File: config.mk
export PLATFORM = sky130hd
export DESIGN_NAME = hazardUnit
export DESIGN_NICKNAME = d
export VERILOG_FILES = /design/src/procPkg.sv /design/src/hazardUnit.sv
export VERILOG_INCLUDE_DIRS = /design/src /design/src/src
export SDC_FILE = /design/constraint.sdc
export NUM_CORES = 1
export LEC_CHECK = 0
export BUFFER_PORTS_ARGS = -buffer_cell sky130_fd_sc_hd__buf_2
export CAP_MARGIN = 20
export CORE_AREA = 2 2 71 73
export DETAILED_ROUTE_END_ITERATION = 12
export DIE_AREA = 0 0 73 75
export GPL_TIMING_DRIVEN = 1
export MAX_ROUTING_LAYER = met4
export SYNTH_ARGS = -nofsm -noshare
export SYNTH_HDL_FRONTEND = slang
export SYNTH_SLANG_ARGS = --single-unit
File: constraint.sdc
create_clock -name vclk -period 1.11
set_clock_uncertainty 0.1 [all_clocks]
set_input_delay 0.222 -clock vclk [all_inputs]
set_output_delay 0.222 -clock vclk [all_outputs]
set_load 0.1 [all_outputs]
File: src/proc_settings.svh
// Sizing macros shared by every block of the 16-bit pipelined core
`ifndef PROC_SETTINGS_SVH
`define PROC_SETTINGS_SVH

// Machine word
`define DATA_WIDTH 16

// Words in each of the instruction and data memories
`define MEM_DEPTH 256

// Eight architectural registers
`define REG_BITS 3

`endif

File: src/procPkg.sv
// Types shared across the pipeline: opcodes, instruction fields, stage registers
`include "proc_settings.svh"

package procPkg;

   typedef logic [`DATA_WIDTH-1:0] wordT;
   typedef logic [`REG_BITS-1:0] regIdxT;
   typedef logic [$clog2(`MEM_DEPTH)-1:0] memAddrT;

   // Instruction bits 15:11, anything else is illegal
   typedef enum logic [4:0] {
      opHalt = 5'b00000,
      opNop  = 5'b00001,
      opJ    = 5'b00100,
      opAddi = 5'b01000,
      opBeqz = 5'b01100,
      opSt   = 5'b10000,
      opLd   = 5'b10001,
      opLbi  = 5'b11000,
      opAdd  = 5'b11011,
      opSub  = 5'b11100,   // rd = rs - rt
      opAnd  = 5'b11101,
      opXor  = 5'b11110
   } opcodeT;

   // Register ops
   typedef struct packed {
      opcodeT op;
      regIdxT rs;
      regIdxT rt;
      regIdxT rd;
      logic [1:0] pad;
   } rFmtT;

   // ADDI, LD, ST. rd is the load target or the store source
   typedef struct packed {
      opcodeT op;
      regIdxT rs;
      regIdxT rd;
      logic [4:0] imm5;
   } iFmtT;

   // LBI and BEQZ
   typedef struct packed {
      opcodeT op;
      regIdxT rs;
      logic [7:0] imm8;
   } bFmtT;

   typedef struct packed {
      opcodeT op;
      logic [10:0] imm11;
   } jFmtT;

   // Targets are PC+1 plus the signed offset, PC counts words
   typedef union packed {
      rFmtT r;
      iFmtT i;
      bFmtT b;
      jFmtT j;
   } instrFormat;

   typedef enum logic [1:0] {fromReg, fromXm, fromMw} fwdSelT;

   typedef struct packed {
      logic valid;
      wordT pc;
      instrFormat instr;
   } fdRegT;

   typedef struct packed {
      logic valid;
      opcodeT op;
      wordT rsVal;
      wordT rtVal;
      regIdxT rsIdx;
      regIdxT rtIdx;
      wordT imm;
      wordT pc;
      regIdxT writeReg;
      logic regWrite;
      logic memRead;
      logic memWrite;
      logic halt;
   } dxRegT;

   typedef struct packed {
      logic valid;
      wordT aluResult;
      wordT storeData;
      regIdxT writeReg;
      logic regWrite;
      logic memRead;
      logic memWrite;
      logic halt;
   } xmRegT;

   // Commit record
   typedef struct packed {
      logic valid;
      regIdxT writeReg;
      logic regWrite;
      wordT result;
      logic halt;
   } mwRegT;

endpackage

File: src/hazardUnit.sv
// Hazard unit for operand forwarding, load-use stall and redirect flush
module hazardUnit (
   input  procPkg::fdRegT fdReg,
   input  procPkg::dxRegT dxReg,
   input  procPkg::xmRegT xmReg,
   input  procPkg::mwRegT mwReg,
   input  logic redirect,
   output procPkg::fwdSelT fwdA,
   output procPkg::fwdSelT fwdB,
   output logic stall,
   output logic flush
);
   import procPkg::*;

   logic loadInDx;

   // Newest producer wins and a load in xm has no data yet
   function automatic fwdSelT pickSource(input regIdxT src);
      if (xmReg.valid && xmReg.regWrite && !xmReg.memRead && (xmReg.writeReg == src)) begin
         return fromXm;
      end
      if (mwReg.valid && mwReg.regWrite && (mwReg.writeReg == src)) begin
         return fromMw;
      end
      return fromReg;
   endfunction

   always_comb begin
      fwdA = pickSource(dxReg.rsIdx);
      fwdB = pickSource(dxReg.rtIdx);
   end

   // Load result against both source fields of the instruction in decode
   assign loadInDx = dxReg.valid && dxReg.memRead;
   assign stall = loadInDx && fdReg.valid &&
                  ((dxReg.writeReg == fdReg.instr.r.rs) ||
                   (dxReg.writeReg == fdReg.instr.r.rt));

   assign flush = redirect;

   // A load in execute never redirects
   always_comb begin
      assert (!(stall && flush))
         else $error("stall and flush raised together");
   end

endmodule

# Word level (Yosys, flattened, before mapping)
# Index checks and enable logic that the tools add are counted.
[totals]
inputBits = 179
reg_bits = 0
[classes]
reduce_logical = 12
n_mux = 14
n_eq_ne = 6
[ops]
columns = ["operator", "count"]
rows = [
  ["$eq A3 B3 Y1", 6],
  ["$mux W2", 8],
  ["$logic_and A1 B1 Y1", 10],
  ["$mux W1", 6],
  ["$logic_not A1 Y1", 1],
  ["$logic_or A1 B1 Y1", 1],
]

# Depth between registers and ports, before layout
[logic_depth]
ltp_word = 7
mapped_depth = 3
depth_no_buf = 3

# Worst setup path before layout
# Ideal clock, no wire load.
[synth_timing]
path_type = "input to output"
start = "input xmReg[2] (netlist bit)"
end = "output fwdB[1]"
path_slack_ns = -2.279
required_ns = 0.788
arrival_time_ns = 3.067
path_stages = 3
path_cell_list = "nand3b_1 -> nor4_2 -> nor4_2"
[synth_between]
elab_chain_len = 5
[synth_lines]
columns = ["element", "line", "text"]
rows = [
  ["start, declared", "hazardUnit.sv:5", "input procPkg::xmRegT xmReg,"],
  ["$logic_not A1 Y1", "hazardUnit.sv:19", "if (xmReg.valid && xmReg.regWrite && !xmReg.memRead && (xmReg.writeReg == src)) begin"],
  ["$logic_and A1 B1 Y1 (2 in series)", "hazardUnit.sv:19", ""],
  ["$mux W1", "hazardUnit.sv:19", ""],
  ["$mux W2", "hazardUnit.sv:22", "if (mwReg.valid && mwReg.regWrite && (mwReg.writeReg == src)) begin"],
  ["end, declared", "hazardUnit.sv:9", "output procPkg::fwdSelT fwdB,"],
]
# No other way between the ends.

# Final worst setup path
[layout_timing]
start = "input xmReg[5] (netlist bit)"
end = "output fwdA[0]"
[layout_between]
elab_chain_len = 4
[layout_lines]
columns = ["element", "line", "text"]
rows = [
  ["$eq A3 B3 Y1", "hazardUnit.sv:19", ""],
  ["$logic_and A1 B1 Y1", "hazardUnit.sv:19", ""],
  ["$mux W1", "hazardUnit.sv:19", ""],
  ["$mux W2", "hazardUnit.sv:22", ""],
  ["end, declared", "hazardUnit.sv:8", "output procPkg::fwdSelT fwdA,"],
]
# No other way between the ends.

==> flow_summary.yaml <==
run_status:
  status: "finished with violations"
  violations: "negative setup slack"
cells_and_area:
  final.clkbuf_count: 0
  seqCellArea_sq_um: 0
  num-nets-final: 252
  area_delta_synth_final_pct: 284
  layout_common_cells: "buf_6 (19), buf_2 (9), xnor2_2 (8)"
  utilization_pct: 21.0
  layout.cells.most_common: "buf_6"
  fin_area_sq_um: 980
  nFlopsAndLatches: 0
  antenna_cells: 0
  drive_gt1_share_pct: 91.5
  n_fill_cell: 497
grt:
  grtUsageTotal_pct: 4.49
  grt_overflow: 0
  grt_pass1_vias: 448
  grt_max_degree: 3
  grt_pass1_wl_um: 1840
  antenna_found_initial: 0
sta:
  finalCritPeriodShare_pct: 141
  max_freq_mhz: 641
  max_slew_margin_pct: 78.2
  rsz0062_at_grt: "yes"
  setup_viol: 5
  fin_ws_ns: -0.451
  fin_crit_ns: 1.56
  worst_slew_pin_slew_ns: 0.324
  fin_worst_hold_slack_ns: 0.344
  hold_violations: 0
  slew_violations: 0
power_and_ir_drop:
  powerDensity_nw_per_um2: 360
  vdd_drop_max_mv: 0.129
  leakagePower_nw: 0.391
  power_mw: 0.353
route:
  vias: 381
  ant_nets: 0
  drt-wirelength-per-cell_um: 10.2
  drt_iter0_markers: 2
  drc: 0
  routed_wl_um: 1280
  firstDrtPassIters: 4
  vias_per_cell: 3.05
synthesis:
  synth_cell_types: 9
  syn_nets: 209
  synth_top_area_share_pct: 34.3
  ys_seq_area_share_pct: 0
  synth_warnings: 0
  yosysTopAreaCell: "xor2_1"
  syn-mean-instance-area_sq_um: 8.51
  synth_area_sq_um: 255
  syn_inst: 30
  synth_area_leaders: "xor2_1 (34%), xnor2_1 (27%), nor4_2 (20%)"
die:
  die_w_um: 73
  core_sq_um: 4660
  dieArea_sq_um: 5480
  die_h_um: 75
  io_pins: 185
  start_util_pct: 5.48
  row_count: 25
cts:
  post_cts_buffers: 0
  cts_hold_buffers: 0
place:
  gp_congestion: 0.719
  placed_cell_area_sq_um: 701
  hpwl_um: 960
  port_buffers: 34
  place_ws_ns: -0.514
setup_path:
  arrival_ns: 1.24
  path_max_fanout: 2
  cp-end-kind: "output port"
  crit_type: "input port to output port"
  startpoint_type: "input port"
  worstPathRequired_ns: 0.79
job:
  drv_cap: 0
worst_hold_path:
  hp-class: "input port to output port"
cell families after synthesis:
group,count (synthesis),synth area share [%]
xor gates and xnor gates,18,61.8
buffers and inverters,1,2.94
and+or+nand+nor,11,35.3
through the flow:
step                      setup TNS (ns)  cells
final                              -1.80    125
after global routing               -2.02    125
after CTS                          -1.89    125
after detailed placement           -2.06    125
after global placement             -2.06    125
after floorplan                    -3.95     30
where the power goes:
group	switching, mW	total, mW	internal [mW]
sequential	0	0	0
combinational	0.154	0.353	0.199
clock	0	0	0
cells in the mapped netlist:
master    instances
nand3b_1          1
nand2_1           1
nand4_1           2
xor2_1           10
nor4_2            4
and3_1            1
xnor2_1           8
buf_4             1
nand3_1           2
worst max-delay path, cell delays in order:
cell    delay (ns)
buf_6         0.11
xor2_4        0.18
nor4_4        0.37
buf_4         0.19
buf_12        0.16
layer usage:
layer | track usage (%) | wire length (um) | vias to the layer above
li1 | - | - | 181
met1 | 4.43 | 402 | 173
met2 | 9.81 | 776 | 27
met3 | 0.402 | 99 | 0
met4 | 0 | 0 | 0
met5 | - | 0 | -
layout make-up:
type	instances	area (sq um)	share of cell area [%]
multi-input cells	29	463	47.3
repair buffers	42	449	45.8
well taps	54	67.6	6.90
final timing paths:
check | cells past startpoint | end | startpoint | slack, ns
setup / recovery | 5 | fwdA[0] | xmReg[5] | -0.45
hold / removal | 0 | flush | redirect | 0.34
repair_timing:
item,4_1_cts,5_1_grt
pin swaps,15,12
setup endpoints to repair,5,5
gates resized for setup,35,17
Note: power is estimated with default switching activity, not from simulation.
