File: src/proc_settings.svh
// Sizing macros shared by every block of the 16-bit pipelined core
`ifndef PROC_SETTINGS_SVH
`define PROC_SETTINGS_SVH

// Machine word
`define DATA_WIDTH 16

// Words in each of the instruction and data memories
`define MEM_DEPTH 256

// Eight architectural registers
`define REG_BITS 3

`endif

File: src/procPkg.sv
// Types shared across the pipeline: opcodes, instruction fields, stage registers
`include "proc_settings.svh"

package procPkg;

   typedef logic [`DATA_WIDTH-1:0] wordT;
   typedef logic [`REG_BITS-1:0] regIdxT;
   typedef logic [$clog2(`MEM_DEPTH)-1:0] memAddrT;

   // Instruction bits 15:11, anything else is illegal
   typedef enum logic [4:0] {
      opHalt = 5'b00000,
      opNop  = 5'b00001,
      opJ    = 5'b00100,
      opAddi = 5'b01000,
      opBeqz = 5'b01100,
      opSt   = 5'b10000,
      opLd   = 5'b10001,
      opLbi  = 5'b11000,
      opAdd  = 5'b11011,
      opSub  = 5'b11100,   // rd = rs - rt
      opAnd  = 5'b11101,
      opXor  = 5'b11110
   } opcodeT;

   // Register ops
   typedef struct packed {
      opcodeT op;
      regIdxT rs;
      regIdxT rt;
      regIdxT rd;
      logic [1:0] pad;
   } rFmtT;

   // ADDI, LD, ST. rd is the load target or the store source
   typedef struct packed {
      opcodeT op;
      regIdxT rs;
      regIdxT rd;
      logic [4:0] imm5;
   } iFmtT;

   // LBI and BEQZ
   typedef struct packed {
      opcodeT op;
      regIdxT rs;
      logic [7:0] imm8;
   } bFmtT;

   typedef struct packed {
      opcodeT op;
      logic [10:0] imm11;
   } jFmtT;

   // Targets are PC+1 plus the signed offset, PC counts words
   typedef union packed {
      rFmtT r;
      iFmtT i;
      bFmtT b;
      jFmtT j;
   } instrFormat;

   typedef enum logic [1:0] {fromReg, fromXm, fromMw} fwdSelT;

   typedef struct packed {
      logic valid;
      wordT pc;
      instrFormat instr;
   } fdRegT;

   typedef struct packed {
      logic valid;
      opcodeT op;
      wordT rsVal;
      wordT rtVal;
      regIdxT rsIdx;
      regIdxT rtIdx;
      wordT imm;
      wordT pc;
      regIdxT writeReg;
      logic regWrite;
      logic memRead;
      logic memWrite;
      logic halt;
   } dxRegT;

   typedef struct packed {
      logic valid;
      wordT aluResult;
      wordT storeData;
      regIdxT writeReg;
      logic regWrite;
      logic memRead;
      logic memWrite;
      logic halt;
   } xmRegT;

   // Commit record
   typedef struct packed {
      logic valid;
      regIdxT writeReg;
      logic regWrite;
      wordT result;
      logic halt;
   } mwRegT;

endpackage

File: src/fetch.sv
// Fetch stage holding the PC, the loadable instruction memory and the FD register
`include "proc_settings.svh"

module fetch (
   input  logic clk,
   input  logic rst,
   input  logic imemWrEn,
   input  procPkg::memAddrT imemAddr,
   input  procPkg::wordT imemData,
   input  logic stall,
   input  logic flush,
   input  logic redirect,
   input  procPkg::wordT redirectPc,
   output procPkg::fdRegT fdReg
);
   import procPkg::*;

   wordT imem [`MEM_DEPTH];
   wordT pc;
   wordT pcNext;
   logic haltHold;
   logic fdHalt;
   logic haltNow;

   // Program image only arrives through the load port
   always_ff @(posedge clk) begin
      if (imemWrEn) begin
         imem[imemAddr] <= imemData;
      end
   end

   // A HALT sitting in decode freezes the front end
   assign fdHalt = fdReg.valid && (fdReg.instr.r.op == opHalt);
   assign haltNow = fdHalt || haltHold;

   always_comb begin
      if (redirect) begin
         pcNext = redirectPc;
      end else if (stall || haltNow) begin
         pcNext = pc;
      end else begin
         pcNext = pc + wordT'(1);
      end
   end

   always_ff @(posedge clk) begin
      if (rst) begin
         pc <= '0;
         haltHold <= 1'b0;
      end else begin
         pc <= pcNext;
         // Squashed HALT lets fetch run again
         if (flush) begin
            haltHold <= 1'b0;
         end else if (fdHalt) begin
            haltHold <= 1'b1;
         end
      end
   end

   always_ff @(posedge clk) begin
      if (rst) begin
         fdReg.valid <= 1'b0;
      end else if (flush || (haltNow && !stall)) begin
         fdReg.valid <= 1'b0;
      end else if (!stall) begin
         fdReg.valid <= 1'b1;
         fdReg.pc <= pc;
         fdReg.instr <= imem[memAddrT'(pc)];
      end
   end

   // Loading is only legal while the core is held in reset
   assert property (@(posedge clk) !rst |-> !imemWrEn)
      else $error("instruction memory written outside reset");

endmodule

File: config.mk
export PLATFORM = sky130hd
export DESIGN_NAME = fetch
export DESIGN_NICKNAME = d
export VERILOG_FILES = /design/src/procPkg.sv /design/src/fetch.sv
export VERILOG_INCLUDE_DIRS = /design/src /design/src/src
export SDC_FILE = /design/constraint.sdc
export NUM_CORES = 2
export LEC_CHECK = 0
export BUFFER_PORTS_ARGS = -buffer_cell sky130_fd_sc_hd__buf_2
export CAP_MARGIN = 10
export CORE_ASPECT_RATIO = 1.2
export CORE_MARGIN = 4
export CORE_UTILIZATION = 45
export DETAILED_ROUTE_END_ITERATION = 12
export PLACE_DENSITY = 0.71
export SETUP_SLACK_MARGIN = 0.1
export SLEW_MARGIN = 30
export SYNTH_ARGS = -nofsm -noshare
export SYNTH_HDL_FRONTEND = slang
export SYNTH_SLANG_ARGS = --single-unit
File: constraint.sdc
create_clock -name clk -period 4.51 [get_ports clk]
set_input_delay 0.902 -clock clk [delete_from_list [all_inputs] [get_ports clk]]
set_output_delay 0.902 -clock clk [all_outputs]
set_load 0.05 [all_outputs]
### Word level (Yosys, flattened, before mapping)

Memory sizes are Yosys's and may differ from the RTL's. A register that Yosys moved wholly into a read port is not among the register bits.
Index checks and enable logic that the tools add are counted.

* bits in registers: 34
* bits in writable memories: 4096
* input bits: 46
* output and inout bits: 33
* word-level logic and storage cells: 24
* memories: 1

Memory list
* imem: words 256, width 16, rd ports 1, clocked after memory_dff 1, wr ports 1, line fetch.sv:18 `` wordT imem [`MEM_DEPTH]; ``

* add/subtract/negate cells: 1
* equal/unequal tests: 1
* muxes and demuxes: 4
* bitwise operators: 3
* reductions and logical operators: 10

Operators by type and width (number)
* 16-bit 2-to-1 mux: 2
* 16-bit by 1-bit adder with 16-bit output (second input constant): 1
* 5-bit zero test: 1
* 2-bit OR reduction: 2
* 1-bit logical OR: 3
* 1-bit inverter: 3
* 3-bit AND reduction: 1
* 1-bit logical AND: 2
* 1-bit 2-to-1 mux: 2
* 2-bit inequality test (second input constant): 1
* 1-bit zero test: 1

### Depth between registers and ports, before layout

* depth after elaboration: 7
* depth in mapped cells: 14
* gate-level depth less buffers: 7

### Worst setup path after synthesis

No wires, ideal clock.

* kind: input to register
* start point: input port stall
* end point: register fdReg[0] (netlist name)
* setup time: 0.469 ns
* arrival: 4.039 ns
* data required time: 4.041 ns
* slack: 0.003 ns
* stages: 2
* path buffers: 0
* cells stage by stage: a211oi_1 > nor3b_1

* word-level cells in the longest chain between the ends: 5
* elaborated cells between the ends (all ways): 6
* classes of those cells: bitwise: 2; reduce/logical: 4

RTL lines
* from (decl): line fetch.sv:10 `input logic stall,`
* 1-bit zero test
* 1-bit logical AND: line fetch.sv:64 `end else if (flush || (haltNow && !stall)) begin`
* 1-bit logical OR: line fetch.sv:64
* 1-bit inverter (no line)
* 3-bit AND reduction (no line) (*)

Mark *: on every way between the ends. The rest lies on a longest branch, timed or not.
A chain may end at the register's enable or synchronous reset.

==> impl_metrics.ini <==
[yosys]
synth_cell_type_count = 76
async_reset_ff_share_pct = 0
post-synth-top-count-cell = edfxtp_1
ys_seq_elements = 4146
syn_inst = 7134
syn_area_um2 = 160000
synth_fp_nets = 7181
yosys.area.top_type = edfxtp_1
synth_top_area_share_pct = 77.6
synthTopCellsByCount = edfxtp_1 (4128), mux4_2 (987), mux2i_1 (342)
synth_edf_count = 4128
synth_area_per_cell_um2 = 22.4
synth_flop_cell = edfxtp_1
ys_warn_count = 0
ys_seq_area_share_pct = 77.8
synth_area_leaders = edfxtp_1 (78%), mux4_2 (14%), mux2i_1 (2.1%)

[cts]
numCtsBuffers = 387
postCtsSetupBuffers = 0
clock_sinks = 4146
clk_pin_slew_worst_paths_ns = 0.07
cts-root-buf = clkbuf_16
htreeDepth = 5
cts_tree = built
clock_latency_ns = 0.96
cts_max_path_buffers = 4

[drt]
wl_met1_mm = 152
via_count = 81846
drt-pass1-iter-count = 7
route.met2.wl_mm = 212
ant_nets = 0
drc = 0
wl_per_cell_um = 35.0
vias_per_cell = 6.40
totalWireLength_mm = 448
highest_layer = met5
route.met3.wl_mm = 55.4
drt_iter0_drc = 12816

[worst_setup_path]
critPathLaunchType = register
cp-end-kind = register
r2r-end = fdReg[10]$_DFFE_PP_
path_class = reg2reg
crit_slowest_cell = o311ai_0
cp.required_ns = 5.18
r2r_slack_ns = 0.12
critPathLaunch = pc[0]$_SDFFE_PP0P_
cp_cell_sequence = buf_12, buf_12, buf_4, mux4_2, a21oi_1, nor2_1, o311ai_0, o311a_1, o32ai_1
arrival_ns = 5.06
cp_slowest_stage_delay_ns = 0.86
worstRegToRegCells = 9
path_common_cell = buf_12
r2r_start = pc[0]$_SDFFE_PP0P_
crit_path_max_fanout = 53

[cells_and_area]
syn2layout_area_growth_pct = 14.1
drive_gt1_share_pct = 29.4
final_core_util_pct = 51.6
fin_cells = 12797
finalNetCount = 7817

[global_routing]
grt_pass1_vias = 81002
antenna_found_initial = 27
grt_pass1_wl_mm = 630
overflow = 0
grt_use_total_pct = 24.2
grt_max_degree = 136

[status]
status = finished clean

[place]
gp_congestion = 0.919
place_inst = 12073
port-buffer-count = 78
dpl.hpwl_mm = 267

[floorplanning]
die_area_um2 = 365000
initial_core_util_pct = 45.2
row_count = 239
core_area_um2 = 353000
die_w_um = 552
ioPinCount = 79
die_h_um = 661

[power]
leakage_nw = 56.2
irDropWorstVdd_uv = 385
powerDensity_nw_per_um2 = 443

[min_path]
hold_end = haltHold$_SDFFE_PP0P_
min_path_cells = 2
hp-start = flush
hold_path.class = in2reg

[sta]
rsz0062_at_grt = false
drv_slew = 0
fin_skew_ns = 0.105
worst_pin_slew_ns = 1.14
setup_violations = 0
timing_hold_violations_final = 0
fin_crit_ns = 4.39
period_share_pct = 97.3
timing.slew.headroom_pct = 24.0
max_freq_ghz = 0.228

[flow_run]
drv_cap = 0
## worst max-delay path, delay by kind of cell, from the launching register on
family	cells	cell delay (ns)
DFF	1	0.72
buffers and inverters	3	1.00
AOI/OAI and AO/OA	4	1.71
and+or+nand+nor	1	0.06
muxes	1	0.55
## power by group
group          internal (mW)  switching (mW)  total [mW]
logic                   1.99            3.46        5.45
clock network           18.8            14.1        32.8
registers               42.5          0.0816        42.5
## worst max path at each step
stage	end	cells past startpoint
2_1_floorplan	fdReg[0]$_DFFE_PP_	2
3_3_place_gp	fdReg[11]$_DFFE_PP_	10
3_5_place_dp	fdReg[6]$_DFFE_PP_	9
4_1_cts	fdReg[10]$_DFFE_PP_	9
5_1_grt	fdReg[10]$_DFFE_PP_	9
6_report	fdReg[10]$_DFFE_PP_	9
## cells by family after synthesis
group           after synthesis  synth area share [%]
xor+xnor                     15                0.0822
flops                      4146                  77.8
compound gates              610                  2.70
fa+ha+maj                     1               0.00783
simple gates                579                  1.52
buf+inv                     437                  1.63
mux                        1346                  16.3
## layout make-up
class	instances	area [µm²]
flip-flops and latches	4146	124000
diodes	20	50.0
repair buffers	674	6020
clock buffers	464	10200
clock inverters	233	2450
well taps	4699	5880
fillers	26678	171000
inverters	10	51.3
multi-input cells	2551	33300
## sequential cells by signal, indices dropped and copies added, names as in the netlist
signal	flops
haltHold	1
fdReg	33
pc	16
imem	4096
## layout by cell type (no fill, tap or decap), types with 72 or more instances in the layout
cell type,netlist,routed
nor2_2,0,118
edfxtp_1,4128,4128
clkinv_2,0,72
mux2i_1,342,342
a21oi_1,143,143
mux4_2,987,987
buf_4,54,520
nor2_1,323,203
nand2_1,130,129
clkinv_1,2,84
clkbuf_16,0,396
a221oi_1,88,87
## routing by layer
metal / vias up / GRT usage, %
li1: 31607 / -
met1: 42911 / 31.4
met2: 6153 / 38.1
met3: 1165 / 5.78
met4: 10 / 13.1
met5: - / 0
## through the flow
stage	hold WS (ns)	setup slack, ns	total power, mW	setup TNS [ns]	area (µm²)
after global routing	0.207	0.189	82.9	0	182000
after global placement	0.442	-0.134	48.6	-0.138	169000
after CTS	0.158	0.233	81.0	0	182000
after detailed placement	0.453	0.114	48.7	0	169000
final	0.205	0.124	80.8	0	182000
after floorplan	0.406	1.12	46.2	0	160000
## repair_timing
item | in CTS | in global routing
pin swaps | 0 | 0
hold buffers | 0 | 0
gates resized for setup | 1 | 1
gates cloned | 0 | 0
setup endpoints to repair | 1 | 1
No activity file was read; power rests on OpenSTA's default activity.
