## src/proc_settings.svh

```systemverilog
// Sizing macros shared by every block of the 16-bit pipelined core
`ifndef PROC_SETTINGS_SVH
`define PROC_SETTINGS_SVH

// Machine word
`define DATA_WIDTH 16

// Words in each of the instruction and data memories
`define MEM_DEPTH 256

// Eight architectural registers
`define REG_BITS 3

`endif

```

## src/procPkg.sv

```systemverilog
// Types shared across the pipeline: opcodes, instruction fields, stage registers
`include "proc_settings.svh"

package procPkg;

   typedef logic [`DATA_WIDTH-1:0] wordT;
   typedef logic [`REG_BITS-1:0] regIdxT;
   typedef logic [$clog2(`MEM_DEPTH)-1:0] memAddrT;

   // Instruction bits 15:11, anything else is illegal
   typedef enum logic [4:0] {
      opHalt = 5'b00000,
      opNop  = 5'b00001,
      opJ    = 5'b00100,
      opAddi = 5'b01000,
      opBeqz = 5'b01100,
      opSt   = 5'b10000,
      opLd   = 5'b10001,
      opLbi  = 5'b11000,
      opAdd  = 5'b11011,
      opSub  = 5'b11100,   // rd = rs - rt
      opAnd  = 5'b11101,
      opXor  = 5'b11110
   } opcodeT;

   // Register ops
   typedef struct packed {
      opcodeT op;
      regIdxT rs;
      regIdxT rt;
      regIdxT rd;
      logic [1:0] pad;
   } rFmtT;

   // ADDI, LD, ST. rd is the load target or the store source
   typedef struct packed {
      opcodeT op;
      regIdxT rs;
      regIdxT rd;
      logic [4:0] imm5;
   } iFmtT;

   // LBI and BEQZ
   typedef struct packed {
      opcodeT op;
      regIdxT rs;
      logic [7:0] imm8;
   } bFmtT;

   typedef struct packed {
      opcodeT op;
      logic [10:0] imm11;
   } jFmtT;

   // Targets are PC+1 plus the signed offset, PC counts words
   typedef union packed {
      rFmtT r;
      iFmtT i;
      bFmtT b;
      jFmtT j;
   } instrFormat;

   typedef enum logic [1:0] {fromReg, fromXm, fromMw} fwdSelT;

   typedef struct packed {
      logic valid;
      wordT pc;
      instrFormat instr;
   } fdRegT;

   typedef struct packed {
      logic valid;
      opcodeT op;
      wordT rsVal;
      wordT rtVal;
      regIdxT rsIdx;
      regIdxT rtIdx;
      wordT imm;
      wordT pc;
      regIdxT writeReg;
      logic regWrite;
      logic memRead;
      logic memWrite;
      logic halt;
   } dxRegT;

   typedef struct packed {
      logic valid;
      wordT aluResult;
      wordT storeData;
      regIdxT writeReg;
      logic regWrite;
      logic memRead;
      logic memWrite;
      logic halt;
   } xmRegT;

   // Commit record
   typedef struct packed {
      logic valid;
      regIdxT writeReg;
      logic regWrite;
      wordT result;
      logic halt;
   } mwRegT;

endpackage

```

## src/execute.sv

```systemverilog
// Execute stage with forwarding muxes, ALU, branch resolution and XM register
`include "proc_settings.svh"

module execute (
   input  logic clk,
   input  logic rst,
   input  procPkg::dxRegT dxReg,
   input  procPkg::fwdSelT fwdA,
   input  procPkg::fwdSelT fwdB,
   input  procPkg::wordT xmResult,
   input  procPkg::wordT mwResult,
   output procPkg::xmRegT xmReg,
   output logic redirect,
   output procPkg::wordT redirectPc,
   output logic err
);
   import procPkg::*;

   wordT opA;
   wordT opB;
   wordT aluResult;
   xmRegT xmNext;

   function automatic wordT pickOperand(input fwdSelT sel, input wordT regVal);
      case (sel)
         fromXm:  return xmResult;
         fromMw:  return mwResult;
         default: return regVal;
      endcase
   endfunction

   always_comb begin
      opA = pickOperand(fwdA, dxReg.rsVal);
      opB = pickOperand(fwdB, dxReg.rtVal);
   end

   always_comb begin
      case (dxReg.op)
         opAdd:              aluResult = opA + opB;
         opSub:              aluResult = opA - opB;
         opAnd:              aluResult = opA & opB;
         opXor:              aluResult = opA ^ opB;
         opAddi, opLd, opSt: aluResult = opA + dxReg.imm;   // also address generation
         opLbi:              aluResult = dxReg.imm;
         default:            aluResult = '0;
      endcase
   end

   // Branch and jump resolve here
   assign redirectPc = dxReg.pc + wordT'(1) + dxReg.imm;
   assign redirect = dxReg.valid &&
                     (((dxReg.op == opBeqz) && (opA == '0)) || (dxReg.op == opJ));

   // Address past the end of data memory
   assign err = dxReg.valid && (dxReg.memRead || dxReg.memWrite) &&
                (aluResult >= wordT'(`MEM_DEPTH));

   always_comb begin
      xmNext.valid = dxReg.valid;
      xmNext.aluResult = aluResult;
      xmNext.storeData = opB;
      xmNext.writeReg = dxReg.writeReg;
      xmNext.regWrite = dxReg.regWrite;
      xmNext.memRead = dxReg.memRead;
      xmNext.memWrite = dxReg.memWrite;
      xmNext.halt = dxReg.halt;
   end

   always_ff @(posedge clk) begin
      if (rst) begin
         xmReg.valid <= 1'b0;
      end else begin
         xmReg <= xmNext;
      end
   end

endmodule

```

## config.mk

```make
export PLATFORM = sky130hd
export DESIGN_NAME = execute
export DESIGN_NICKNAME = d
export VERILOG_FILES = /design/src/procPkg.sv /design/src/execute.sv
export VERILOG_INCLUDE_DIRS = /design/src /design/src/src
export SDC_FILE = /design/constraint.sdc
export NUM_CORES = 1
export LEC_CHECK = 0
export BUFFER_PORTS_ARGS = -buffer_cell sky130_fd_sc_hd__buf_2
export CELL_PAD_IN_SITES_DETAIL_PLACEMENT = 0
export CELL_PAD_IN_SITES_GLOBAL_PLACEMENT = 1
export CORE_MARGIN = 2
export CORE_UTILIZATION = 36
export DETAILED_ROUTE_END_ITERATION = 16
export PLACE_DENSITY_LB_ADDON = 0.1
export SETUP_SLACK_MARGIN = 0.1
export SLEW_MARGIN = 20
export SYNTH_ARGS = -nofsm -noshare
export SYNTH_HDL_FRONTEND = slang
export SYNTH_SLANG_ARGS = --single-unit
```

## constraint.sdc

```tcl
create_clock -name clk -period 4.7 [get_ports clk]
set_clock_uncertainty 0.15 [all_clocks]
set_input_delay 0.235 -clock clk [delete_from_list [all_inputs] [get_ports clk]]
set_output_delay 0.235 -clock clk [all_outputs]
set_load 0.03 [all_outputs]
```

* Word-level counts from Yosys, hierarchy flattened
Index checks and enable logic that the tools add are counted.
Word-level totals: register bits after elaboration 40, input bits 121, output and inout bits 58, word-level logic and storage cells 41
Operators by class: add/subtract/negate cells 5, $lt $le $gt $ge 1, eq/ne operators 14, muxes and demuxes 3, bitwise operators 2, reduce and logical (&&, ||, !) cells 8
Operator list (count):
- $pmux 16 s6 | 1
- $pmux 16 s2 | 2
- $add 16x16->16 | 3
- $eq 5x5->1 const B | 7
- $add 16x1->16 const B | 1
- $and 16x16->16 | 1
- $ge 16x9->1 const B | 1
- $logic_not 16->1 | 1
- $sub 16x16->16 | 1
- $xor 16x16->16 | 1
- $eq 5x4->1 const B | 2
- $eq 5x3->1 const B | 1
- $eq 2x1->1 const B | 2
- $eq 2x2->1 const B | 2
- $logic_and 1x1->1 | 4
- $reduce_or 3->1 | 1
- $logic_or 1x1->1 | 2

* Logic depth before layout (Yosys ltp)
word-level depth 6, mapped depth 21, gate-level depth less buffers 19

* Worst setup path after synthesis
Ideal clock, no wire load.
path kind input to output, from input fwdB[0], to output err, data arrival time 4144 ps, required time 4315 ps, path slack 171 ps, stages on the path 19, buffers on the path 1, cell sequence inv_1 > ha_1 > buf_6 > a221oi_1 > o22ai_1 > or3_1 > or3_1 > nand2_1 > o21ai_0 > ha_1 > a21oi_1 > o21ai_0 > a31oi_1 > a21oi_1 > a21oi_1 > xor2_1 > o21ai_0 > nor4_1 > a31oi_1
On the way: word-level cells in the longest chain between the ends 6, elaborated cells on any way between the ends 10, those cells by class add/sub (2); order compare (1); eq/ne (2); mux (2); bitwise (2); reduce/logical (1)
Ends and longest elaborated chain:
- start, declared | line execute.sv:9 | input procPkg::fwdSelT fwdB,
- $eq 2x2->1 / $eq 2x1->1 (equally long branches) | line execute.sv:25 | case (sel)
- $pmux 16 s2 (*) | line execute.sv:25
- $sub 16x16->16, or another cell as far along | line execute.sv:40 | opSub: aluResult = opA - opB;
- $pmux 16 s6 (*) | line execute.sv:38 | case (dxReg.op)
- net aluResult[13] | line execute.sv:21 | wordT aluResult;
- $ge 16x9->1 (*) | line execute.sv:56 | (aluResult >= wordT'(`MEM_DEPTH));
- $logic_and 1x1->1 (*) | line execute.sv:55 | assign err = dxReg.valid && (dxReg.memRead || dxReg.memWrite) &&
- end, declared | line execute.sv:15 | output logic err
The timed path passes the listed nets; every way through them passes the cells marked *.

* Worst setup path in the final report
Same ends and word-level chain as after synthesis.

==> flow_summary.yaml <==
run_status:
  status: "completed"
floorplanning:
  ios: 179
  rows: 40
  die_w_um: 116
  die_h_um: 116
  initial_core_util_pct: 37.1
  core_area_sq_um: 12100
  die_area_sq_um: 13400
clock_network:
  cts_tree: "done"
  cts_buffers: 5
  cts_buffer_depth: 2
  cts_sinks: 40
  clock-root-buffer: "clkbuf_16"
  path_clk_slew_ns: 0.07
  cts_max_level: 2
layout:
  fin_area_sq_um: 6360
  fill_cells: 1171
  syn2layout_area_growth_pct: 41.9
  largest-register: "xmReg"
  ff_latch_area_sq_um: 1190
  final_cell_mix: "buf_2 (170), buf_4 (63), nand2_1 (47)"
  multi_input_area_sq_um: 3260
  mostFrequentLayoutCell: "buf_2"
  antenna_cells: 0
  reg_top3: "xmReg: 40 flops"
  layout.nets: 913
  largest_register_ff_count: 40
  drive_gt1_share_pct: 38.7
yosys:
  synth_warnings: 0
  synth_area_sq_um: 4480
  synth-seq-cells: 40
  synth_top_area_share_pct: 26.1
  ys_dominant_reg_cell: "edfxtp_1"
  postSynthAreaPerCell_sq_um: 8.71
  synth_nets: 686
  synth-async-reset-ratio_pct: 0
  yosys-top-cells-area: "edfxtp_1 (26%), ha_1 (14%), o21ai_0 (5.4%), a22oi_1 (4.9%), nand2_1 (3.9%)"
  synth.yosys.seq_area_share_pct: 26.6
  synth_edf_count: 39
  synthCells: 514
  synth_top_area_cell: "edfxtp_1"
  synth_cell_types: 61
global_route:
  antenna_found_initial: 0
  grtUsageTotal_pct: 23.2
  grt_pass1_vias: 4854
  grt-ovfl-total: 0
  grt_max_degree: 40
  grt_pass1_wl_mm: 24.5
routing:
  drcViolationCount: 0
  drt_first_pass_iters: 7
  wl_per_cell_um: 17.2
  routed_via_density: 5.48
  ant_nets: 0
  first_iter_violations: 424
  num_vias: 4989
  drt_wl_total_mm: 15.7
timing:
  slew_violations: 0
  setup_viol: 0
  timing.final.crit_share_pct: 96.9
  fmax_ghz: 0.220
  slew_headroom_pct: 34.7
  rsz0062_at_grt: "yes"
  setup_tns_ns: 0
  worst_pin_slew_ns: 0.972
  hold_viol: 0
  finalCriticalPeriod_ns: 4.55
pwr:
  p_leak_uw: 0.00289
  p_sw_uw: 716
  pwr-share-seq_pct: 25.7
  peakVddDrop_uv: 145
  p_sw_share_pct: 41.1
  clkPwrFrac_pct: 19.5
  internal-power_uw: 1030
  powerDensity_nw_per_um2: 274
  p_comb_share_pct: 54.9
critical_path:
  cp-start-kind: "input port"
  end_kind: "output port"
  crit_fanout: 7
  path_class: "input port to output port"
  arrival_ns: 4.17
  cp.required_ns: 4.32
run:
  maxCapViolations: 0
min_path:
  hold_start: "dxReg[82]"
  hold_class: "input port to register"
  holdPathEnd: "xmReg[39]"
  min_path_cells: 2
place:
  gp_congestion: 0.858
  placed_area_sq_um: 5840
  io_buffers: 172
  hpwl_mm: 12.5
[metal layers]
| layer | global-route usage, % | wire, um |
|---|---|---|
| met5 | 0 | 0 |
| met4 | 4.66 | 182 |
| met3 | 3.09 | 1140 |
| met2 | 38.2 | 7110 |
| met1 | 32.7 | 7260 |
[worst max-delay path: stages]
cell      delay (ns)
buf_8           0.10
inv_4           0.05
ha_4            0.22
buf_8           0.15
a221oi_2        0.25
o22ai_2         0.13
or3_4           0.35
or3_4           0.38
buf_6           0.12
o21ai_1         0.12
nand3_1         0.09
o211ai_1        0.10
ha_1            0.29
and3_4          0.18
a31oi_4         0.22
nand2b_1        0.10
a21oi_2         0.16
xor2_1          0.18
o21ai_1         0.11
nor4_2          0.34
a31oi_1         0.12
buf_4           0.18
[final cells by class]
cell class              instances  area share, %
clock buffers                   5           1.97
clock inverters                 3          0.295
inverters                      26           1.57
multi-input cells             423           51.2
flip-flops and latches         40           18.7
well taps                     168           3.31
repair buffers                245           22.9
[worst max path at each step]
stage / end / startpoint / cells past startpoint
after floorplan: err / fwdB[0] / 19
after global routing: err / fwdB[0] / 23
after global placement: err / fwdB[0] / 20
final: err / fwdB[0] / 22
after CTS: err / fwdB[1] / 22
after detailed placement: err / fwdB[0] / 20
[power groups by stage]
stage	clock, uW	sequential [uW]	combinational (uW)
6_report	339	448	957
3_3_place_gp	0	454	861
2_1_floorplan	0	534	492
5_1_grt	361	451	1040
3_5_place_dp	0	455	871
4_1_cts	347	448	914
[kinds of logic (layout without fill, tap and decap cells)]
group                    count (synthesis)  in the layout  synth area share [%]
adder cells (fa/ha/maj)                 51             51                  14.6
multiplexers                             2              2                 0.475
XOR/XNOR                                31             31                  6.06
AO/OA/AOI/OAI                          178            178                  28.4
AND/OR/NAND/NOR                        161            161                  18.6
buffers and inverters                   51            279                  5.31
flip-flops                              40             40                  26.6
[synth_stat cells, drive strengths merged, types with 6 or more instances]
library cell,number
xor2,15
nor2,25
o21ai,50
a21oi,17
a22oi,29
clkbuf,18
nand2,47
xnor2,16
or3,6
edfxtp,39
nor2b,17
a221oi,10
nor4,9
o21a,9
buf,7
a222oi,15
nand3,15
ha,49
inv,26
nor3,17
[through the flow]
step                      cells  setup WS (ns)  total power [uW]  util, %  hold WS (ns)
after floorplan             514          0.171              1030        -         0.157
after global placement      884        -0.0662              1310     48.4         0.256
after detailed placement    884         -0.229              1330     48.4         0.264
after CTS                   908          0.121              1710     51.7        0.0437
after global routing        910         -0.102              1850     52.7        0.0570
final                       910          0.146              1740     52.7        0.0398
[what timing repair did]
| action | 4_1_cts | 5_1_grt |
|---|---|---|
| gates cloned | 0 | 0 |
| pin swaps | 11 | 22 |
| setup buffers | 8 | 2 |
| resized for setup | 23 | 25 |
| endpoints found under the setup margin | 1 | 1 |
| endpoints found under the hold margin | 8 | 0 |
| hold buffers | 8 | 0 |
(Power assumes the default switching activity.)
