**config.mk**
```make
export PLATFORM = sky130hd
export DESIGN_NAME = decode
export DESIGN_NICKNAME = d
export VERILOG_FILES = /design/src/procPkg.sv /design/src/decode.sv
export VERILOG_INCLUDE_DIRS = /design/src /design/src/src
export SDC_FILE = /design/constraint.sdc
export NUM_CORES = 1
export LEC_CHECK = 0
export ABC_AREA = 1
export BUFFER_PORTS_ARGS = -buffer_cell sky130_fd_sc_hd__buf_4
export CORE_MARGIN = 8
export CORE_UTILIZATION = 45
export CTS_BUF_LIST = sky130_fd_sc_hd__clkbuf_16
export DETAILED_ROUTE_END_ITERATION = 7
export PLACE_DENSITY_LB_ADDON = 0.08
export SYNTH_ARGS = -nofsm -noshare
export SYNTH_HDL_FRONTEND = slang
export SYNTH_SLANG_ARGS = --single-unit
```
**constraint.sdc**
```tcl
create_clock -name clk -period 6.1 [get_ports clk]
set_input_delay 0 -clock clk [delete_from_list [all_inputs] [get_ports clk]]
set_output_delay 0 -clock clk [all_outputs]
set_load 0.03 [all_outputs]
```
**src/proc_settings.svh**
```systemverilog
// Sizing macros shared by every block of the 16-bit pipelined core
`ifndef PROC_SETTINGS_SVH
`define PROC_SETTINGS_SVH

// Machine word
`define DATA_WIDTH 16

// Words in each of the instruction and data memories
`define MEM_DEPTH 256

// Eight architectural registers
`define REG_BITS 3

`endif

```
**src/procPkg.sv**
```systemverilog
// Types shared across the pipeline: opcodes, instruction fields, stage registers
`include "proc_settings.svh"

package procPkg;

   typedef logic [`DATA_WIDTH-1:0] wordT;
   typedef logic [`REG_BITS-1:0] regIdxT;
   typedef logic [$clog2(`MEM_DEPTH)-1:0] memAddrT;

   // Instruction bits 15:11, anything else is illegal
   typedef enum logic [4:0] {
      opHalt = 5'b00000,
      opNop  = 5'b00001,
      opJ    = 5'b00100,
      opAddi = 5'b01000,
      opBeqz = 5'b01100,
      opSt   = 5'b10000,
      opLd   = 5'b10001,
      opLbi  = 5'b11000,
      opAdd  = 5'b11011,
      opSub  = 5'b11100,   // rd = rs - rt
      opAnd  = 5'b11101,
      opXor  = 5'b11110
   } opcodeT;

   // Register ops
   typedef struct packed {
      opcodeT op;
      regIdxT rs;
      regIdxT rt;
      regIdxT rd;
      logic [1:0] pad;
   } rFmtT;

   // ADDI, LD, ST. rd is the load target or the store source
   typedef struct packed {
      opcodeT op;
      regIdxT rs;
      regIdxT rd;
      logic [4:0] imm5;
   } iFmtT;

   // LBI and BEQZ
   typedef struct packed {
      opcodeT op;
      regIdxT rs;
      logic [7:0] imm8;
   } bFmtT;

   typedef struct packed {
      opcodeT op;
      logic [10:0] imm11;
   } jFmtT;

   // Targets are PC+1 plus the signed offset, PC counts words
   typedef union packed {
      rFmtT r;
      iFmtT i;
      bFmtT b;
      jFmtT j;
   } instrFormat;

   typedef enum logic [1:0] {fromReg, fromXm, fromMw} fwdSelT;

   typedef struct packed {
      logic valid;
      wordT pc;
      instrFormat instr;
   } fdRegT;

   typedef struct packed {
      logic valid;
      opcodeT op;
      wordT rsVal;
      wordT rtVal;
      regIdxT rsIdx;
      regIdxT rtIdx;
      wordT imm;
      wordT pc;
      regIdxT writeReg;
      logic regWrite;
      logic memRead;
      logic memWrite;
      logic halt;
   } dxRegT;

   typedef struct packed {
      logic valid;
      wordT aluResult;
      wordT storeData;
      regIdxT writeReg;
      logic regWrite;
      logic memRead;
      logic memWrite;
      logic halt;
   } xmRegT;

   // Commit record
   typedef struct packed {
      logic valid;
      regIdxT writeReg;
      logic regWrite;
      wordT result;
      logic halt;
   } mwRegT;

endpackage

```
**src/decode.sv**
```systemverilog
// Decode stage with control decode, immediates, register file and DX register
`include "proc_settings.svh"

module decode (
   input  logic clk,
   input  logic rst,
   input  procPkg::fdRegT fdReg,
   input  logic stall,
   input  logic flush,
   input  procPkg::mwRegT mwReg,
   output procPkg::dxRegT dxReg,
   output logic haltSeen,
   output logic err
);
   import procPkg::*;

   wordT regs [1 << `REG_BITS];
   dxRegT dxNext;
   logic illegal;

   // Same-cycle write-back is visible to the read
   function automatic wordT readReg(input regIdxT idx);
      if (mwReg.valid && mwReg.regWrite && (mwReg.writeReg == idx)) begin
         return mwReg.result;
      end
      return regs[idx];
   endfunction

   always_ff @(posedge clk) begin
      if (mwReg.valid && mwReg.regWrite) begin
         regs[mwReg.writeReg] <= mwReg.result;
      end
   end

   always_comb begin
      dxNext = '0;
      illegal = 1'b0;
      dxNext.valid = fdReg.valid;
      dxNext.pc = fdReg.pc;
      dxNext.op = fdReg.instr.r.op;
      dxNext.rsIdx = fdReg.instr.r.rs;
      dxNext.rtIdx = fdReg.instr.r.rt;
      dxNext.rsVal = readReg(fdReg.instr.r.rs);
      dxNext.rtVal = readReg(fdReg.instr.r.rt);
      case (fdReg.instr.r.op)
         opAdd, opSub, opAnd, opXor: begin
            dxNext.writeReg = fdReg.instr.r.rd;
            dxNext.regWrite = 1'b1;
         end
         opAddi, opLd: begin
            dxNext.writeReg = fdReg.instr.i.rd;
            dxNext.regWrite = 1'b1;
            dxNext.memRead = (fdReg.instr.r.op == opLd);
            dxNext.imm = {{(`DATA_WIDTH-5){fdReg.instr.i.imm5[4]}}, fdReg.instr.i.imm5};
         end
         opSt: begin
            dxNext.memWrite = 1'b1;
            dxNext.imm = {{(`DATA_WIDTH-5){fdReg.instr.i.imm5[4]}}, fdReg.instr.i.imm5};
         end
         opLbi: begin
            // LBI targets its own rs field
            dxNext.writeReg = fdReg.instr.b.rs;
            dxNext.regWrite = 1'b1;
            dxNext.imm = {{(`DATA_WIDTH-8){fdReg.instr.b.imm8[7]}}, fdReg.instr.b.imm8};
         end
         opBeqz: begin
            dxNext.imm = {{(`DATA_WIDTH-8){fdReg.instr.b.imm8[7]}}, fdReg.instr.b.imm8};
         end
         opJ: begin
            dxNext.imm = {{(`DATA_WIDTH-11){fdReg.instr.j.imm11[10]}}, fdReg.instr.j.imm11};
         end
         opHalt: begin
            dxNext.halt = 1'b1;
         end
         opNop: begin
            dxNext.halt = 1'b0;
         end
         default: begin
            // Unknown code travels on as a NOP
            illegal = 1'b1;
            dxNext.op = opNop;
         end
      endcase
   end

   assign haltSeen = fdReg.valid && (fdReg.instr.r.op == opHalt);
   assign err = fdReg.valid && illegal && !flush;

   // Stall and flush both leave a bubble behind
   always_ff @(posedge clk) begin
      if (rst) begin
         dxReg.valid <= 1'b0;
      end else if (stall || flush) begin
         dxReg.valid <= 1'b0;
      end else begin
         dxReg <= dxNext;
      end
   end

   // r0 only changes through a committed register write
   assert property (@(posedge clk) disable iff (rst)
      !$stable(regs[0]) |->
         $past(mwReg.valid && mwReg.regWrite && (mwReg.writeReg == '0)))
      else $error("register 0 changed without a write-back");

endmodule

```
# Word level (Yosys, flattened, before mapping)

Memories as Yosys holds them, arrays and structs flattened. A register that Yosys moved wholly into a read port is not among the register bits.
Index checks and enable logic that the tools add are counted.

Equality and inequality tests: 11
Shift-type cells: 0
Order comparisons: 0
Bitwise gates (word level): 2
$add $sub $neg: 0
Reduce and logical (&&, ||, !) cells: 14
Divide/modulo/power cells: 0
Mux-type cells: 7
Multipliers: 0

Operator list:

| operator                                      | number |
|---|---|
| one-hot mux 16 bit (3 select lines)           | 1 |
| == test 5 bit, second input constant          | 7 |
| one-hot mux 4 bit (3 select lines)            | 1 |
| OR reduction 12 bit                           | 1 |
| == test 5 x 4 -> 1 bit, second input constant | 2 |
| OR reduction 2 bit                            | 3 |
| == test 5 x 1 -> 1 bit, second input constant | 1 |
| == test 5 x 3 -> 1 bit, second input constant | 1 |
| zero test 5 bit                               | 1 |
| two-way mux 1 bit                             | 5 |
| logical AND 1 bit                             | 4 |
| OR reduction 4 bit                            | 1 |
| OR reduction 3 bit                            | 1 |
| inverter 1 bit                                | 2 |
| AND reduction 2 bit                           | 1 |
| zero test 1 bit                               | 1 |
| logical OR 1 bit                              | 1 |

Register bits: 51
Memory bits (read-only): 0
Bits of input ports: 59
Output and inout bits: 85
Memory bits (writable): 128
Word-level logic and storage cells: 46
Memories kept: 1
Bits in latches: 0

Memories:

| name | depth | width | read ports | clocked after memory_dff | wr ports | line         | RTL |
|---|---|---|---|---|---|---|---|
| regs | 8     | 16    | 2          | 2                        | 1        | decode.sv:17 | `` wordT regs [1 << `REG_BITS]; `` |

# Longest topological paths before layout

Word-level depth: 5
Depth in mapped cells: 10
Gate-level depth less buffers: 8

# Worst setup path after synthesis

Ideal clock, no wire load.

Path type: input to register
Start point: input port flush
End point: register dxReg[0] (netlist name), enable pin
Library setup time: 608 ps
Path slack: 140 ps
Required time: 5492 ps
Stages: 1
Arrival: 5352 ps
Path buffers: 0
Path through: nor3_1

Word-level cells in the longest chain between the ends: 3

Ends and longest elaborated chain:

| what                                 | line         | RTL |
|---|---|---|
| from (decl)                          | decode.sv:9  | `input logic flush,` |
| logical OR 1 bit                     | decode.sv:93 | `end else if (stall \|\| flush) begin` |
| inverter 1 bit (no source line)      | -            |  |
| AND reduction 2 bit (no source line) | -            |  |
| to (signal assigned)                 | decode.sv:96 | `dxReg <= dxNext;` |
| to (decl)                            | decode.sv:11 | `output procPkg::dxRegT dxReg,` |

Every way passes these cells.
A chain may end at the register's enable or synchronous reset.

==> results.txt <==
- The flow ran to the end, and the final reports show no timing, DRC or antenna violations.
* Endpoints failing setup: 0
- Combinational share of power: 12.2%
- Setup total negative slack on the finished layout was measured at 0 ns.
- Clock transition at the registers of the reported paths: 0.06 ns
- After synthesis, the share of cell area in mux cells is 0%.
- Crit. Startpoint: fdReg[8]
- Fraction of final layout cells with drive strength greater than 1: 17.19%
* Final number of max-transition violations: 0
- Remaining number of nets flagged by the antenna check after routing: 0
- In the final design database the tool counted 1294 nets.
- Final estimated routing congestion in global placement: 0.7851
- Port buffering added 142 buffers.
* Pin count of the biggest net entering global routing: 80
* Clock share of power: 38.4%
- Max IR drop VDD: 0.0002128 V
- Half-perimeter wire length after placement: 15650 um
* Area leader, netlist: sky130_fd_sc_hd__edfxtp_1
- Counting the fill cells in the layout gives 1923.
- First-pass GRT wire length: 42120 um
- Clock tree from TritonCTS: done
* Count of standard-cell rows: 54
* Proportion of register bits with asynchronous set or reset after synthesis: 0%
* Setup slack after placement: 3.377 ns
* Inst Count DP: 1441
- The number of antenna diodes in the final layout is 0.
- The number of hold violations in the final report was 0.
* Iteration count of the initial detailed-routing pass: 5
- Headroom to the max-slew limit: 30.98%
- Internal power comes to 2466 uW.
- The number of global-route vias before repair is 7709.
- The critical path in this run is classified as primary input to flop.
* Post-DP Area: 11210 um^2
* Average wire per standard cell: 17.97 um
- Routed wire length: 27520 um
* Actual transition at the worst max-transition pin: 1.035 ns
- After floorplanning, the core was sized to cover 21820 um^2.
- After routing the design area is 12370 um^2.
* Count of pins on the block boundary: 144
- In this run the horizontal extent of the chip is 165.1 um.
- The die covers 27260 um^2.
- Compared with the post-synthesis result, the final layout area differs by 23.69%.
- In this run the static leakage power is 0.005460 uW.
- The number of antenna violations at the first check in global routing was 0.
- Count of routing violations after the opening detailed-route iteration: 690
* FF-to-FF Start: regs[0][8]
- Compound-cell area share of the yosys netlist: 1.413%
* Hold Path Class: primary input to flop
- The clock reaches the later pin of the worst-skew pair after 0.51 ns.
* Hold bufs inserted after CTS: 49
- The smallest clock period supported by the final layout is computed as 2.303 ns.
* Switching pwr: 812.0 uW
- Unrepaired setup endpoints after global routing: no
- Synthesized netlist net count: 1124
- Cell area power density: 265.0 nW/um^2
- Post-synthesis simple-gate area fraction: 27.90%
* Switching share of power: 24.77%
- Top area cells in the synthesized netlist: sky130_fd_sc_hd__edfxtp_1 62%, sky130_fd_sc_hd__nand2_1 13%, sky130_fd_sc_hd__nand3_1 10%
- Vias/cell: 5.176
* Xor and xnor area share after synthesis: 0.1626%
- Number of non-filler instances in the completed layout: 1531
- Of the total power, registers draw 49.3%.
* CP max FO: 79
- Yosys mapped a number of flops with a built-in enable equal to 205.
- Summing the areas of all fa, ha and maj instances in the mapped netlist gives 0% of the synthesized area.
- The worst hold path begins at fdReg[6].
- Among all flip-flop cells after synthesis, the most frequent one is sky130_fd_sc_hd__edfxtp_1.
- Yosys printed 0 warnings.
* Sinks on Clock Net: 206
* MaxCap Viol Count: 0
- Required time at the worst-slack endpoint: 6.36 ns
- Of the synthesized area, sequential elements account for 61.74%.
- Die Y: 165.1 um
- After layout, the worst setup slack is 3.797 ns.
- CP Data Arrival Time: 2.56 ns
- Post-CTS Setup Inserts: 0
* Total CTS buffers: 23
* Gate count of the mapped netlist: 1065
- Library cells used by synthesis: 29
- In this run, synthesis produced a sequential element count of 206.
- Maximum clock rate: 434.3 MHz
* Area share of the largest cell type after synthesis: 61.54%
- DRC violation count after routing: 0
* Clock root cell: sky130_fd_sc_hd__clkbuf_16
- Of the available clock period, the critical path in the final layout requires 37.75%.
* Most frequent cell after synthesis: sky130_fd_sc_hd__nand2_1
- For this run the aggregate overflow at the end of global routing stands at 0.
- For this configuration, the core starts out at a cell density of 45.84%.
- Routed via count: 7924
- Combinational family with the most area after synthesis: simple AND/OR/NAND/NOR gates
- The average instance in the mapped netlist occupies 9.393 um^2.
- Top post-synthesis cells by count: 343 x sky130_fd_sc_hd__nand2_1, 205 x sky130_fd_sc_hd__edfxtp_1, 204 x sky130_fd_sc_hd__nand3_1
* Global router's overall resource usage: 19.93%
* Crit path launch type: primary input
* Critical path capture point type: flop
- Maximum buffer depth of the clock tree: 3
- Summed instance area of the synthesized netlist: 10000 um^2
- CTS-repair resized insts: 0
* Worst clock skew on the final layout: 0.006471 ns
- Clock H-tree levels: 1
## power by group through the flow
stage	clock [uW]	combinational [uW]	sequential, uW
after floorplan	0	186	1700
after global placement	0	373	1650
after detailed placement	0	378	1650
after CTS	1280	404	1620
after global routing	1330	437	1620
final	1260	402	1620
## worst paths after layout
| path | end | slack [ns] | cells after the start |
|---|---|---|---|
| setup / recovery | dxReg[65] | 3.80 | 8 |
| hold / removal | dxReg[40] | 0.02 | 1 |
| setup reg to reg | dxReg[69] | 4.91 | 6 |
| hold reg to reg | dxReg[54] | 0.71 | 4 |
## through the flow
step           total power [uW]  util [%]  hold slack, ns
2_1_floorplan              1884         -         0.07169
3_3_place_gp               2020     51.36          0.1745
3_5_place_dp               2025     51.36          0.1785
4_1_cts                    3300     56.70        0.001549
5_1_grt                    3392     56.70        0.009812
6_report                   3278     56.70         0.02237
## sequential cells by signal (all words and copies together), names as in the netlist
signal	count
dxReg	78
regs	128
## cell families after synthesis
family / after synthesis
AO/OA/AOI/OAI: 19
XOR/XNOR: 1
buffers and inverters: 208
flip-flops: 206
AND/OR/NAND/NOR: 631
## cell type report
class / instances / area, um^2 / area share, %
sequential: 206 / 6176 / 49.91
multi-input combinational: 651 / 2954 / 23.88
timing repair buffer: 204 / 1654 / 13.37
clock buffer: 23 / 575.6 / 4.652
inverter: 149 / 564.3 / 4.561
tap: 280 / 350.3 / 2.831
clock inverter: 18 / 98.84 / 0.7989
## worst max-delay path, cell delays in order
cell                      delay, ns
sky130_fd_sc_hd__buf_4         0.69
sky130_fd_sc_hd__inv_4         0.49
sky130_fd_sc_hd__nand2_1       0.19
sky130_fd_sc_hd__nand2_2       0.10
sky130_fd_sc_hd__nor2_8        0.30
sky130_fd_sc_hd__nand3_4       0.39
sky130_fd_sc_hd__nand3_1       0.18
sky130_fd_sc_hd__nand2_1       0.07
## per-layer routing
layer	share of wire (%)	vias to the layer above	wire (um)	track usage, %
li1	-	3850	-	-
met1	42	3709	11690	26.14
met2	46	314	12620	32.91
met3	9.0	51	2468	3.396
met4	2.7	0	738	6.880
met5	0	-	0	0
## layout by cell type (no fill, tap or decap), drive strengths merged
cell type    Yosys  layout
a21oi            5       5
buf             47     155
bufinv           0       1
clkbuf          12      23
clkinv           1      10
dfxtp            1       1
dlygate4sd3      0      49
edfxtp         205     205
inv            148     156
nand2          346     346
nand3          215     215
nand4           16      16
nor2            50      50
nor3             2       2
nor4             1       1
o211ai          14      14
or2              1       1
xnor2            1       1
(Power assumes the default switching activity.)
